`src/rtl/periph_map_pkg.sv`:
```
/* Peripheral address map. Select is address bits 11:8, offset is bits 7:0.
   Only word-aligned offsets are decoded. */
package periph_map_pkg;

  typedef logic [3:0] sel_t;
  typedef logic [7:0] reg_off_t;
  typedef logic [7:0] irq_id_t;

  // Peripheral selects, anything else is unmapped
  localparam sel_t GPIO_SEL  = 4'd0;
  localparam sel_t TIMER_SEL = 4'd1;
  localparam sel_t IRQ_SEL   = 4'd2;

  // GPIO registers
  localparam reg_off_t GPIO_DATA_IN    = 8'h00;
  localparam reg_off_t GPIO_DATA_OUT   = 8'h04;
  localparam reg_off_t GPIO_OUT_EN     = 8'h08;
  localparam reg_off_t GPIO_INTR_STATE = 8'h0C;
  localparam reg_off_t GPIO_INTR_EN    = 8'h10;

  // Event timer registers
  localparam reg_off_t TMR_COUNT   = 8'h00;
  localparam reg_off_t TMR_COMPARE = 8'h04;
  localparam reg_off_t TMR_CTRL    = 8'h08;
  localparam reg_off_t TMR_EXPIRED = 8'h0C;

  // Interrupt controller registers
  localparam reg_off_t IRQ_PENDING = 8'h00;
  localparam reg_off_t IRQ_ENABLE  = 8'h04;
  localparam reg_off_t IRQ_CLAIM   = 8'h08;

  localparam logic [31:0] ERR_RDATA = 32'h0000_0000;

endpackage

```
`src/rtl/periph_bus_pkg.sv`:
```
/* OBI and register interface types. Needs periph_map_pkg compiled first. */
package periph_bus_pkg;

  typedef logic [31:0] addr_t;
  typedef logic [31:0] data_t;
  typedef logic [3:0]  be_t;

  // OBI address phase, 70 bits
  typedef struct packed {
    logic  req;
    logic  we;
    be_t   be;
    addr_t addr;
    data_t wdata;
  } obi_req_t;

  // OBI grant plus response phase, 35 bits
  typedef struct packed {
    logic  gnt;
    logic  rvalid;
    logic  err;
    data_t rdata;
  } obi_rsp_t;

  // Single-cycle register access, 42 bits
  typedef struct packed {
    logic                     valid;
    logic                     write;
    periph_map_pkg::reg_off_t offset;
    data_t                    wdata;
  } reg_req_t;

  typedef struct packed {
    data_t rdata;
  } reg_rsp_t;

endpackage

```
`src/rtl/event_timer.sv`:
```
/* 32-bit event timer. Count runs 0..compare then wraps and sets expired.
   Writing compare restarts the count from zero. */
`timescale 1ns/10ps

module event_timer (
  input  logic                     clk_i,
  input  logic                     reset_i,
  input  periph_bus_pkg::reg_req_t reg_req_i,
  output periph_bus_pkg::reg_rsp_t reg_rsp_o,
  output logic                     expired_o
);

  periph_bus_pkg::data_t count_q;
  periph_bus_pkg::data_t compare_q;
  logic                  enable_q;
  logic                  expired_q;
  logic                  wr_en;
  logic                  match;

  assign wr_en = reg_req_i.valid && reg_req_i.write;
  assign match = enable_q && (count_q == compare_q);

  always_ff @(posedge clk_i) begin
    if (reset_i) begin
      count_q   <= '0;
      compare_q <= '0;
      enable_q  <= 1'b0;
      expired_q <= 1'b0;
    end else begin
      if (match) begin
        count_q <= '0;
      end else if (enable_q) begin
        count_q <= count_q + 1'b1;
      end
      if (wr_en && reg_req_i.offset == periph_map_pkg::TMR_COMPARE) begin
        compare_q <= reg_req_i.wdata;
        count_q   <= '0;
      end
      if (wr_en && reg_req_i.offset == periph_map_pkg::TMR_CTRL) begin
        enable_q <= reg_req_i.wdata[0];
      end
      // A new match wins over a clear in the same cycle
      if (match) begin
        expired_q <= 1'b1;
      end else if (wr_en && reg_req_i.offset == periph_map_pkg::TMR_EXPIRED &&
                   reg_req_i.wdata[0]) begin
        expired_q <= 1'b0;
      end
    end
  end

  always_comb begin
    case (reg_req_i.offset)
      periph_map_pkg::TMR_COUNT:   reg_rsp_o.rdata = count_q;
      periph_map_pkg::TMR_COMPARE: reg_rsp_o.rdata = compare_q;
      periph_map_pkg::TMR_CTRL:    reg_rsp_o.rdata = {31'b0, enable_q};
      periph_map_pkg::TMR_EXPIRED: reg_rsp_o.rdata = {31'b0, expired_q};
      default:                     reg_rsp_o.rdata = '0;
    endcase
  end

  assign expired_o = expired_q;

endmodule

```
`src/rtl/gpio_regs.sv`:
```
/* GPIO with two-flop input sync and rising-edge interrupts.
   GpioWidth must not exceed 32. */
`timescale 1ns/10ps

module gpio_regs #(
  parameter int unsigned GpioWidth = 8
) (
  input  logic                     clk_i,
  input  logic                     reset_i,
  input  periph_bus_pkg::reg_req_t reg_req_i,
  output periph_bus_pkg::reg_rsp_t reg_rsp_o,
  input  logic [GpioWidth-1:0]     gpio_i,
  output logic [GpioWidth-1:0]     gpio_o,
  output logic [GpioWidth-1:0]     gpio_en_o,
  output logic [GpioWidth-1:0]     intr_o
);

  logic [GpioWidth-1:0] sync_q;
  logic [GpioWidth-1:0] gpio_in_q;
  logic [GpioWidth-1:0] gpio_prev_q;
  logic [GpioWidth-1:0] data_out_q;
  logic [GpioWidth-1:0] out_en_q;
  logic [GpioWidth-1:0] intr_state_q;
  logic [GpioWidth-1:0] intr_en_q;
  logic [GpioWidth-1:0] rise;
  logic [GpioWidth-1:0] intr_clr;
  logic [GpioWidth-1:0] wdata;
  logic                 wr_en;

  assign wr_en    = reg_req_i.valid && reg_req_i.write;
  assign wdata    = reg_req_i.wdata[GpioWidth-1:0];
  assign rise     = gpio_in_q & ~gpio_prev_q;
  // W1C on the interrupt state
  assign intr_clr = (wr_en && reg_req_i.offset == periph_map_pkg::GPIO_INTR_STATE) ? wdata : '0;

  always_ff @(posedge clk_i) begin
    if (reset_i) begin
      sync_q       <= '0;
      gpio_in_q    <= '0;
      gpio_prev_q  <= '0;
      data_out_q   <= '0;
      out_en_q     <= '0;
      intr_state_q <= '0;
      intr_en_q    <= '0;
    end else begin
      sync_q       <= gpio_i;
      gpio_in_q    <= sync_q;
      gpio_prev_q  <= gpio_in_q;
      intr_state_q <= (intr_state_q & ~intr_clr) | rise;
      if (wr_en) begin
        case (reg_req_i.offset)
          periph_map_pkg::GPIO_DATA_OUT: data_out_q <= wdata;
          periph_map_pkg::GPIO_OUT_EN:   out_en_q   <= wdata;
          periph_map_pkg::GPIO_INTR_EN:  intr_en_q  <= wdata;
          default: ;
        endcase
      end
    end
  end

  always_comb begin
    reg_rsp_o.rdata = '0;
    case (reg_req_i.offset)
      periph_map_pkg::GPIO_DATA_IN:    reg_rsp_o.rdata = 32'(gpio_in_q);
      periph_map_pkg::GPIO_DATA_OUT:   reg_rsp_o.rdata = 32'(data_out_q);
      periph_map_pkg::GPIO_OUT_EN:     reg_rsp_o.rdata = 32'(out_en_q);
      periph_map_pkg::GPIO_INTR_STATE: reg_rsp_o.rdata = 32'(intr_state_q);
      periph_map_pkg::GPIO_INTR_EN:    reg_rsp_o.rdata = 32'(intr_en_q);
      default:                         reg_rsp_o.rdata = '0;
    endcase
  end

  assign gpio_o    = data_out_q;
  assign gpio_en_o = out_en_q;
  assign intr_o    = intr_state_q & intr_en_q;

endmodule

```
`src/rtl/irq_ctrl.sv`:
```
/* Level interrupt controller, lowest pending ID wins.
   Source 0 is never pending; total sources must fit in 32 bits. */
`timescale 1ns/10ps

module irq_ctrl #(
  parameter int unsigned GpioWidth = 8,
  parameter int unsigned NumExtIrq = 4
) (
  input  logic                               clk_i,
  input  logic                               reset_i,
  input  periph_bus_pkg::reg_req_t           reg_req_i,
  output periph_bus_pkg::reg_rsp_t           reg_rsp_o,
  input  logic [GpioWidth+NumExtIrq+1:0]     src_i,
  output logic                               irq_o,
  output periph_map_pkg::irq_id_t            irq_id_o
);

  localparam int unsigned NumSrc = GpioWidth + NumExtIrq + 2;

  logic [NumSrc-1:0]       enable_q;
  logic [NumSrc-1:0]       pending;
  periph_map_pkg::irq_id_t next_id;
  periph_map_pkg::irq_id_t irq_id_q;
  logic                    irq_q;

  assign pending = src_i & enable_q & ~NumSrc'(1);

  // Walk down so the lowest set bit is the last assignment
  always_comb begin
    next_id = '0;
    for (int i = NumSrc - 1; i >= 1; i--) begin
      if (pending[i]) begin
        next_id = periph_map_pkg::irq_id_t'(i);
      end
    end
  end

  always_ff @(posedge clk_i) begin
    if (reset_i) begin
      enable_q <= '0;
      irq_q    <= 1'b0;
      irq_id_q <= '0;
    end else begin
      irq_q    <= |pending;
      irq_id_q <= next_id;
      if (reg_req_i.valid && reg_req_i.write &&
          reg_req_i.offset == periph_map_pkg::IRQ_ENABLE) begin
        enable_q <= reg_req_i.wdata[NumSrc-1:0];
      end
    end
  end

  always_comb begin
    case (reg_req_i.offset)
      periph_map_pkg::IRQ_PENDING: reg_rsp_o.rdata = 32'(pending);
      periph_map_pkg::IRQ_ENABLE:  reg_rsp_o.rdata = 32'(enable_q);
      periph_map_pkg::IRQ_CLAIM:   reg_rsp_o.rdata = 32'(irq_id_q);
      default:                     reg_rsp_o.rdata = '0;
    endcase
  end

  assign irq_o    = irq_q;
  assign irq_id_o = irq_id_q;

  assert property (@(posedge clk_i) disable iff (reset_i) irq_o |-> (irq_id_o != '0));

endmodule

```
`src/rtl/obi_reg_bridge.sv`:
```
/* Turns buffered OBI requests into single-cycle register accesses.
   Full-word accesses only; partial byte enables and unmapped selects get err. */
`timescale 1ns/10ps

module obi_reg_bridge (
  input  logic                     clk_i,
  input  logic                     reset_i,
  input  periph_bus_pkg::obi_req_t head_i,
  input  logic                     head_valid_i,
  output logic                     pop_o,
  output periph_bus_pkg::obi_rsp_t rsp_o,
  output periph_bus_pkg::reg_req_t gpio_req_o,
  output periph_bus_pkg::reg_req_t timer_req_o,
  output periph_bus_pkg::reg_req_t irq_req_o,
  input  periph_bus_pkg::reg_rsp_t gpio_rsp_i,
  input  periph_bus_pkg::reg_rsp_t timer_rsp_i,
  input  periph_bus_pkg::reg_rsp_t irq_rsp_i
);

  typedef enum logic {
    BR_IDLE,
    BR_ACCESS
  } br_state_e;

  br_state_e                state_q;
  periph_map_pkg::sel_t     head_sel;
  logic                     head_err;
  logic                     acc_valid;
  periph_bus_pkg::data_t    acc_rdata;

  // Registered access, payload only
  logic                     acc_we_q;
  logic                     acc_err_q;
  periph_map_pkg::sel_t     acc_sel_q;
  periph_map_pkg::reg_off_t acc_off_q;
  periph_bus_pkg::data_t    acc_wdata_q;

  logic                     rvalid_q;
  logic                     err_q;
  periph_bus_pkg::data_t    rdata_q;

  assign head_sel = head_i.addr[11:8];
  assign head_err = (head_i.be != '1) ||
                    !(head_sel inside {periph_map_pkg::GPIO_SEL, periph_map_pkg::TIMER_SEL,
                                       periph_map_pkg::IRQ_SEL});

  // Pop also happens in the cycle that carries the previous rvalid
  assign pop_o     = (state_q == BR_IDLE) && head_valid_i;
  assign acc_valid = (state_q == BR_ACCESS) && !acc_err_q;

  assign gpio_req_o  = '{valid: acc_valid && (acc_sel_q == periph_map_pkg::GPIO_SEL),
                         write: acc_we_q, offset: acc_off_q, wdata: acc_wdata_q};
  assign timer_req_o = '{valid: acc_valid && (acc_sel_q == periph_map_pkg::TIMER_SEL),
                         write: acc_we_q, offset: acc_off_q, wdata: acc_wdata_q};
  assign irq_req_o   = '{valid: acc_valid && (acc_sel_q == periph_map_pkg::IRQ_SEL),
                         write: acc_we_q, offset: acc_off_q, wdata: acc_wdata_q};

  always_comb begin
    acc_rdata = periph_map_pkg::ERR_RDATA;
    if (!acc_err_q) begin
      case (acc_sel_q)
        periph_map_pkg::GPIO_SEL:  acc_rdata = gpio_rsp_i.rdata;
        periph_map_pkg::TIMER_SEL: acc_rdata = timer_rsp_i.rdata;
        periph_map_pkg::IRQ_SEL:   acc_rdata = irq_rsp_i.rdata;
        default:                   acc_rdata = periph_map_pkg::ERR_RDATA;
      endcase
    end
  end

  always_ff @(posedge clk_i) begin
    if (reset_i) begin
      state_q  <= BR_IDLE;
      rvalid_q <= 1'b0;
    end else begin
      state_q  <= pop_o ? BR_ACCESS : BR_IDLE;
      rvalid_q <= (state_q == BR_ACCESS);
    end
  end

  always_ff @(posedge clk_i) begin
    if (pop_o) begin
      acc_we_q    <= head_i.we;
      acc_err_q   <= head_err;
      acc_sel_q   <= head_sel;
      acc_off_q   <= head_i.addr[7:0];
      acc_wdata_q <= head_i.wdata;
    end
    if (state_q == BR_ACCESS) begin
      rdata_q <= acc_rdata;
      err_q   <= acc_err_q;
    end
  end

  // gnt comes from the FIFO at the top level
  assign rsp_o = '{gnt: 1'b0, rvalid: rvalid_q, err: err_q, rdata: rdata_q};

  assert property (@(posedge clk_i) disable iff (reset_i) rsp_o.rvalid |=> !rsp_o.rvalid);

endmodule

```
`src/rtl/obi_req_fifo.sv`:
```
/* Request FIFO on the OBI address phase. gnt follows free space, so the
   master may see gnt low for several cycles when the bridge is busy. */
`timescale 1ns/10ps

module obi_req_fifo #(
  parameter int unsigned FifoDepth = 2
) (
  input  logic                     clk_i,
  input  logic                     reset_i,
  input  periph_bus_pkg::obi_req_t req_i,
  output logic                     gnt_o,
  output periph_bus_pkg::obi_req_t head_o,
  output logic                     head_valid_o,
  input  logic                     pop_i
);

  localparam int unsigned PtrW  = (FifoDepth > 1) ? $clog2(FifoDepth) : 1;
  localparam int unsigned CntW  = $clog2(FifoDepth + 1);
  localparam int unsigned DataW = $bits(periph_bus_pkg::obi_req_t) - 1;

  // Entry holds everything below the req bit
  logic [DataW-1:0] mem_q [FifoDepth];
  logic [PtrW-1:0]  rd_ptr_q;
  logic [PtrW-1:0]  wr_ptr_q;
  logic [CntW-1:0]  count_q;
  logic             full;
  logic             push;

  assign full         = (count_q == CntW'(FifoDepth));
  assign gnt_o        = !full || pop_i;
  assign push         = req_i.req && gnt_o;
  assign head_valid_o = (count_q != '0);
  assign head_o       = {head_valid_o, mem_q[rd_ptr_q]};

  always_ff @(posedge clk_i) begin
    if (push) begin
      mem_q[wr_ptr_q] <= req_i[DataW-1:0];
    end
  end

  always_ff @(posedge clk_i) begin
    if (reset_i) begin
      rd_ptr_q <= '0;
      wr_ptr_q <= '0;
      count_q  <= '0;
    end else begin
      if (push) begin
        wr_ptr_q <= (wr_ptr_q == PtrW'(FifoDepth - 1)) ? '0 : wr_ptr_q + 1'b1;
      end
      if (pop_i) begin
        rd_ptr_q <= (rd_ptr_q == PtrW'(FifoDepth - 1)) ? '0 : rd_ptr_q + 1'b1;
      end
      case ({push, pop_i})
        2'b10:   count_q <= count_q + 1'b1;
        2'b01:   count_q <= count_q - 1'b1;
        default: count_q <= count_q;
      endcase
    end
  end

  // Consumer must only pop a valid head
  assert property (@(posedge clk_i) disable iff (reset_i) pop_i |-> head_valid_o);

  assert property (@(posedge clk_i) disable iff (reset_i) count_q <= CntW'(FifoDepth));

endmodule

```
`src/rtl/periph_subsystem.sv`:
```
/* Peripheral subsystem behind one OBI slave port. Responses are in order and
   cannot be back-pressured. IDs: 0 unused, GPIO, timer, then external lines. */
`timescale 1ns/10ps

module periph_subsystem #(
  parameter int unsigned GpioWidth = 8,
  parameter int unsigned NumExtIrq = 4,
  parameter int unsigned FifoDepth = 2
) (
  input  logic                     clk_i,
  input  logic                     reset_i,
  input  periph_bus_pkg::obi_req_t slave_req_i,
  output periph_bus_pkg::obi_rsp_t slave_rsp_o,
  input  logic [GpioWidth-1:0]     gpio_i,
  output logic [GpioWidth-1:0]     gpio_o,
  output logic [GpioWidth-1:0]     gpio_en_o,
  input  logic [NumExtIrq-1:0]     intr_ext_i,
  output logic                     irq_o,
  output periph_map_pkg::irq_id_t  irq_id_o,
  output logic                     timer_intr_o
);

  localparam int unsigned NumSrc = GpioWidth + NumExtIrq + 2;

  logic                     fifo_gnt;
  logic                     fifo_head_valid;
  logic                     fifo_pop;
  periph_bus_pkg::obi_req_t fifo_head;
  periph_bus_pkg::obi_rsp_t bridge_rsp;

  periph_bus_pkg::reg_req_t gpio_req;
  periph_bus_pkg::reg_rsp_t gpio_rsp;
  periph_bus_pkg::reg_req_t timer_req;
  periph_bus_pkg::reg_rsp_t timer_rsp;
  periph_bus_pkg::reg_req_t irq_req;
  periph_bus_pkg::reg_rsp_t irq_rsp;

  logic [GpioWidth-1:0]     gpio_intr;
  logic                     timer_expired;
  logic [NumSrc-1:0]        irq_src;

  // ID 0 tied low
  assign irq_src      = {intr_ext_i, timer_expired, gpio_intr, 1'b0};
  assign timer_intr_o = timer_expired;

  assign slave_rsp_o = '{gnt: fifo_gnt, rvalid: bridge_rsp.rvalid, err: bridge_rsp.err,
                         rdata: bridge_rsp.rdata};

  obi_req_fifo #(
    .FifoDepth(FifoDepth)
  ) i_obi_req_fifo (
    .clk_i,
    .reset_i,
    .req_i       (slave_req_i),
    .gnt_o       (fifo_gnt),
    .head_o      (fifo_head),
    .head_valid_o(fifo_head_valid),
    .pop_i       (fifo_pop)
  );

  obi_reg_bridge i_obi_reg_bridge (
    .clk_i,
    .reset_i,
    .head_i      (fifo_head),
    .head_valid_i(fifo_head_valid),
    .pop_o       (fifo_pop),
    .rsp_o       (bridge_rsp),
    .gpio_req_o  (gpio_req),
    .timer_req_o (timer_req),
    .irq_req_o   (irq_req),
    .gpio_rsp_i  (gpio_rsp),
    .timer_rsp_i (timer_rsp),
    .irq_rsp_i   (irq_rsp)
  );

  gpio_regs #(
    .GpioWidth(GpioWidth)
  ) i_gpio_regs (
    .clk_i,
    .reset_i,
    .reg_req_i(gpio_req),
    .reg_rsp_o(gpio_rsp),
    .gpio_i,
    .gpio_o,
    .gpio_en_o,
    .intr_o   (gpio_intr)
  );

  event_timer i_event_timer (
    .clk_i,
    .reset_i,
    .reg_req_i(timer_req),
    .reg_rsp_o(timer_rsp),
    .expired_o(timer_expired)
  );

  irq_ctrl #(
    .GpioWidth(GpioWidth),
    .NumExtIrq(NumExtIrq)
  ) i_irq_ctrl (
    .clk_i,
    .reset_i,
    .reg_req_i(irq_req),
    .reg_rsp_o(irq_rsp),
    .src_i    (irq_src),
    .irq_o,
    .irq_id_o
  );

endmodule

```
`config.mk`:
```
export PLATFORM = sky130hd
export DESIGN_NAME = periph_subsystem
export DESIGN_NICKNAME = d
export VERILOG_FILES = /design/src/rtl/periph_map_pkg.sv /design/src/rtl/periph_bus_pkg.sv /design/src/rtl/event_timer.sv /design/src/rtl/gpio_regs.sv /design/src/rtl/irq_ctrl.sv /design/src/rtl/obi_reg_bridge.sv /design/src/rtl/obi_req_fifo.sv /design/src/rtl/periph_subsystem.sv
export SDC_FILE = /design/constraint.sdc
export NUM_CORES = 1
export LEC_CHECK = 0
export BUFFER_PORTS_ARGS = -buffer_cell sky130_fd_sc_hd__buf_4
export CORE_MARGIN = 2
export CORE_UTILIZATION = 58
export DETAILED_ROUTE_END_ITERATION = 16
export GPL_TIMING_DRIVEN = 0
export PLACE_DENSITY = 0.79
export SLEW_MARGIN = 20
export SYNTH_ARGS = -nofsm -noshare
export SYNTH_HDL_FRONTEND = slang
export SYNTH_SLANG_ARGS = --single-unit
```
`constraint.sdc`:
```
create_clock -name clk_i -period 4.9 [get_ports clk_i]
set_input_delay 0.98 -clock clk_i [delete_from_list [all_inputs] [get_ports clk_i]]
set_output_delay 0.98 -clock clk_i [all_outputs]
set_load 0.01 [all_outputs]
```
==> qor.yml <==
outcome:
  status: "finished clean"
power:
  pwr-share-comb: 0.141
  p_seq_frac: 0.507
  p_per_area_mw_per_mm2: 444
  ir_worst_vdd_mv: 0.355
  p_sw_frac: 0.261
  clkPwrFrac: 0.353
  internal_power_mw: 5.16
  total_power_mw: 6.97
  switchingPower_mw: 1.82
  p_leak_nw: 5.62
synthesis:
  avgSynthCellArea_um2: 11.9
  syn_inst: 1115
  synthAdderAreaFrac: 0.00189
  synthFlopType: "edfxtp_1"
  syn_area_mm2: 0.0132
  synthMuxAreaShare: 0.0841
  yosys.area_share.simple: 0.146
  synth_edf_count: 177
  ys_seq_area_frac: 0.626
  synth-seq-cells: 325
  synthXorXnorAreaFrac: 0.0391
  synth_top_family_by_area: "simple AND/OR/NAND/NOR gates"
  async_reset_ff_frac: 0
  synth.distinct_cells: 60
  synth_warnings: 0
  synth_compound_area_frac: 0.0720
floorplanning:
  dieArea_mm2: 0.0240
  core-area_mm2: 0.0225
  fp.dieW_um: 155
  ios: 145
  start_util: 0.587
  die_height_um: 155
  num_rows: 55
clock_network:
  ctsHoldBuffers: 0
  clk_latency_ns: 0.57
  htree_levels: 1
  cts-root-buf: "clkbuf_16"
  clock_sinks: 325
  clk_pin_slew_ns: 0.06
  ctsResizeCount: 0
  postCtsSetupRepairBufs: 0
  cts_tree: "yes"
  cts_buffer_depth: 3
  cts_buffers: 31
route:
  wirelength_mm: 30.3
  final_antenna_net_count: 0
  post-route-drc-count: 0
  num_vias: 9165
  wl_per_cell_um: 19.1
  via_per_inst: 5.77
  firstDrtPassIters: 6
  drt_iter0_drc: 765
worst_setup_path:
  end_kind: "primary output"
  path_class: "reg -> out"
  path_max_fanout: 23
  rr_worst_depth: 5
  r2r-end: "i_obi_reg_bridge.rdata_q[4]"
  arrival_ns: 1.82
  r2r_start: "i_obi_reg_bridge.acc_sel_q[3]"
  crit_required_ns: 3.92
  endpoint: "slave_rsp_o[34]"
  r2r_slack_ns: 2.16
  start_kind: "flip-flop"
  startpoint: "i_obi_reg_bridge.state_q"
global_route:
  track_usage: 0.251
  grt_pass1_vias: 8664
  grt_pass1_wl_mm: 47.4
  grt_max_degree: 38
  grt_overflow_total: 0
  antenna_found_initial: 0
placed_design:
  portBuffers: 120
  dp_hpwl_mm: 21.5
  routabilityCongestion: 0.928
  place_ws_ns: 2.26
final_layout:
  final_net_count: 1363
  drive_above_1_share: 0.211
  fillers: 1611
  area_delta_synth_final_pct: 18.8
timing:
  min_period_ns: 2.80
  setup_violations: 0
  fin_ws_ns: 2.10
  max_clock_freq_ghz: 0.357
  skew_ns: 0.0171
  rsz0062_at_grt: "no"
  slew_violations: 0
  finalHoldViolCount: 0
  worst_slew_pin_slew_ns: 0.831
  max_slew_margin: 0.445
  post-route-period-util: 0.571
  setup_tns_ns: 0
job:
  drv_cap: 0
worst_hold_path:
  hold_path_class: "reg -> reg"
==> worst min-delay path by stage <==
stage / endpoint / slack (ns) / depth (start not counted) / start
6_report: i_gpio_regs.gpio_in_q[6] / 0.44 / 1 / i_gpio_regs.sync_q[6]
5_1_grt: i_gpio_regs.gpio_in_q[2] / 0.45 / 1 / i_gpio_regs.sync_q[2]
4_1_cts: i_gpio_regs.gpio_in_q[4] / 0.44 / 1 / i_gpio_regs.sync_q[4]
3_5_place_dp: i_gpio_regs.gpio_in_q[4] / 0.43 / 1 / i_gpio_regs.sync_q[4]
3_3_place_gp: i_gpio_regs.gpio_in_q[5] / 0.42 / 1 / i_gpio_regs.sync_q[5]
2_1_floorplan: i_gpio_regs.gpio_in_q[0] / 0.41 / 1 / i_gpio_regs.sync_q[0]
==> power by group through the flow <==
stage	registers, mW	logic [mW]	clock network, mW
finish	3.53	0.982	2.46
global route	3.56	1.06	2.60
global placement	3.61	0.873	0
detailed placement	3.58	0.978	0
CTS	3.53	0.984	2.49
floorplan	3.52	0.550	0
==> registers in the layout, indices dropped and copies added, names as in the netlist, 2 cells and up, named ones only <==
| name | count |
|---|---|
| i_obi_req_fifo.mem_q | 98 |
| i_irq_ctrl.irq_id_o | 4 |
| i_gpio_regs.gpio_o | 8 |
| i_gpio_regs.intr_state_q | 8 |
| i_obi_reg_bridge.rdata_q | 32 |
| i_gpio_regs.gpio_in_q | 8 |
| i_gpio_regs.sync_q | 8 |
| i_irq_ctrl.enable_q | 14 |
| i_obi_reg_bridge.acc_sel_q | 4 |
| i_gpio_regs.gpio_en_o | 8 |
| i_obi_reg_bridge.acc_off_q | 8 |
| i_event_timer.count_q | 32 |
| i_event_timer.compare_q | 32 |
| i_gpio_regs.gpio_prev_q | 8 |
| i_obi_reg_bridge.acc_wdata_q | 32 |
| i_obi_req_fifo.count_q | 2 |
| i_gpio_regs.intr_en_q | 8 |
==> layout make-up <==
type	instances	area, um^2	share of cell area
Sequential cell	325	8280	0.527
Timing Repair Buffer	126	1040	0.0665
Clock buffer	40	830	0.0528
Antenna cell	1	2.50	0.000159
Inverter	20	75.1	0.00478
Multi-Input combinational cell	700	4560	0.290
Clock inverter	18	219	0.0139
Tap cell	285	357	0.0227
Buffer	73	332	0.0211
==> synth_stat cells, types with 15 or more instances <==
| cell | number | area, um^2 |
|---|---|---|
| xor2_1 | 23 | 201 |
| inv_1 | 20 | 75.1 |
| a21oi_1 | 77 | 385 |
| nand2_1 | 122 | 458 |
| o21ai_0 | 15 | 75.1 |
| nor3_1 | 34 | 170 |
| mux2i_1 | 39 | 390 |
| nor2_1 | 69 | 259 |
| a22oi_1 | 25 | 188 |
| nand3_1 | 33 | 165 |
| nor2b_1 | 27 | 169 |
| nand4_1 | 21 | 131 |
| edfxtp_1 | 177 | 5320 |
| xnor2_1 | 36 | 315 |
| dfxtp_1 | 148 | 2960 |
| mux2_2 | 52 | 586 |
| clkbuf_1 | 42 | 158 |
==> cells in the final DEF (no fill, tap or decap), drive strengths merged, types with 6 or more instances in the layout <==
cell type and n:
edfxtp 177, buf 155, dfxtp 148, nand2 122, clkbuf 84, a21oi 77, nor2 70, mux2 52
mux2i 39, xnor2 36, nor3 36, nand3 33, nor2b 27, a22oi 25, xor2 23, nand4 21
inv 21, o21ai 15, nor4 13, and3 11, clkinv 11, nand2b 9, or2 9, nor3b 7
a31oi 6, mux4 6
==> critical path, cell delays in order, from the launching register on <==
cell	delay [ns]
dfxtp_2	0.60
buf_16	0.23
nand3b_1	0.14
buf_4	0.16
buf_4	0.13
==> logic make-up after synthesis <==
logic type / after synthesis
compound gates: 156
simple gates: 382
other cells: 1
mux: 97
xor+xnor: 59
fa+ha+maj: 2
flops: 325
buf+inv: 93
==> through the flow <==
stage | hold slack [ns] | instances | utilization | cell area, um^2
floorplan | 0.414 | 1118 | - | 13200
global placement | 0.417 | 1523 | 0.644 | 14500
detailed placement | 0.428 | 1529 | 0.651 | 14600
CTS | 0.443 | 1587 | 0.697 | 15700
global route | 0.454 | 1587 | 0.697 | 15700
finish | 0.437 | 1588 | 0.698 | 15700
==> metal layers <==
metal  track usage  vias up  wire length, um  share of wire
met5             0        -                0              0
met4        0.0661        0              687          0.023
met3        0.0284       57             2210          0.073
met2         0.406      358            14100           0.47
met1         0.365     4417            13200           0.44
li1              -     4333                -              -
Note: power is estimated with default switching activity, not from simulation.
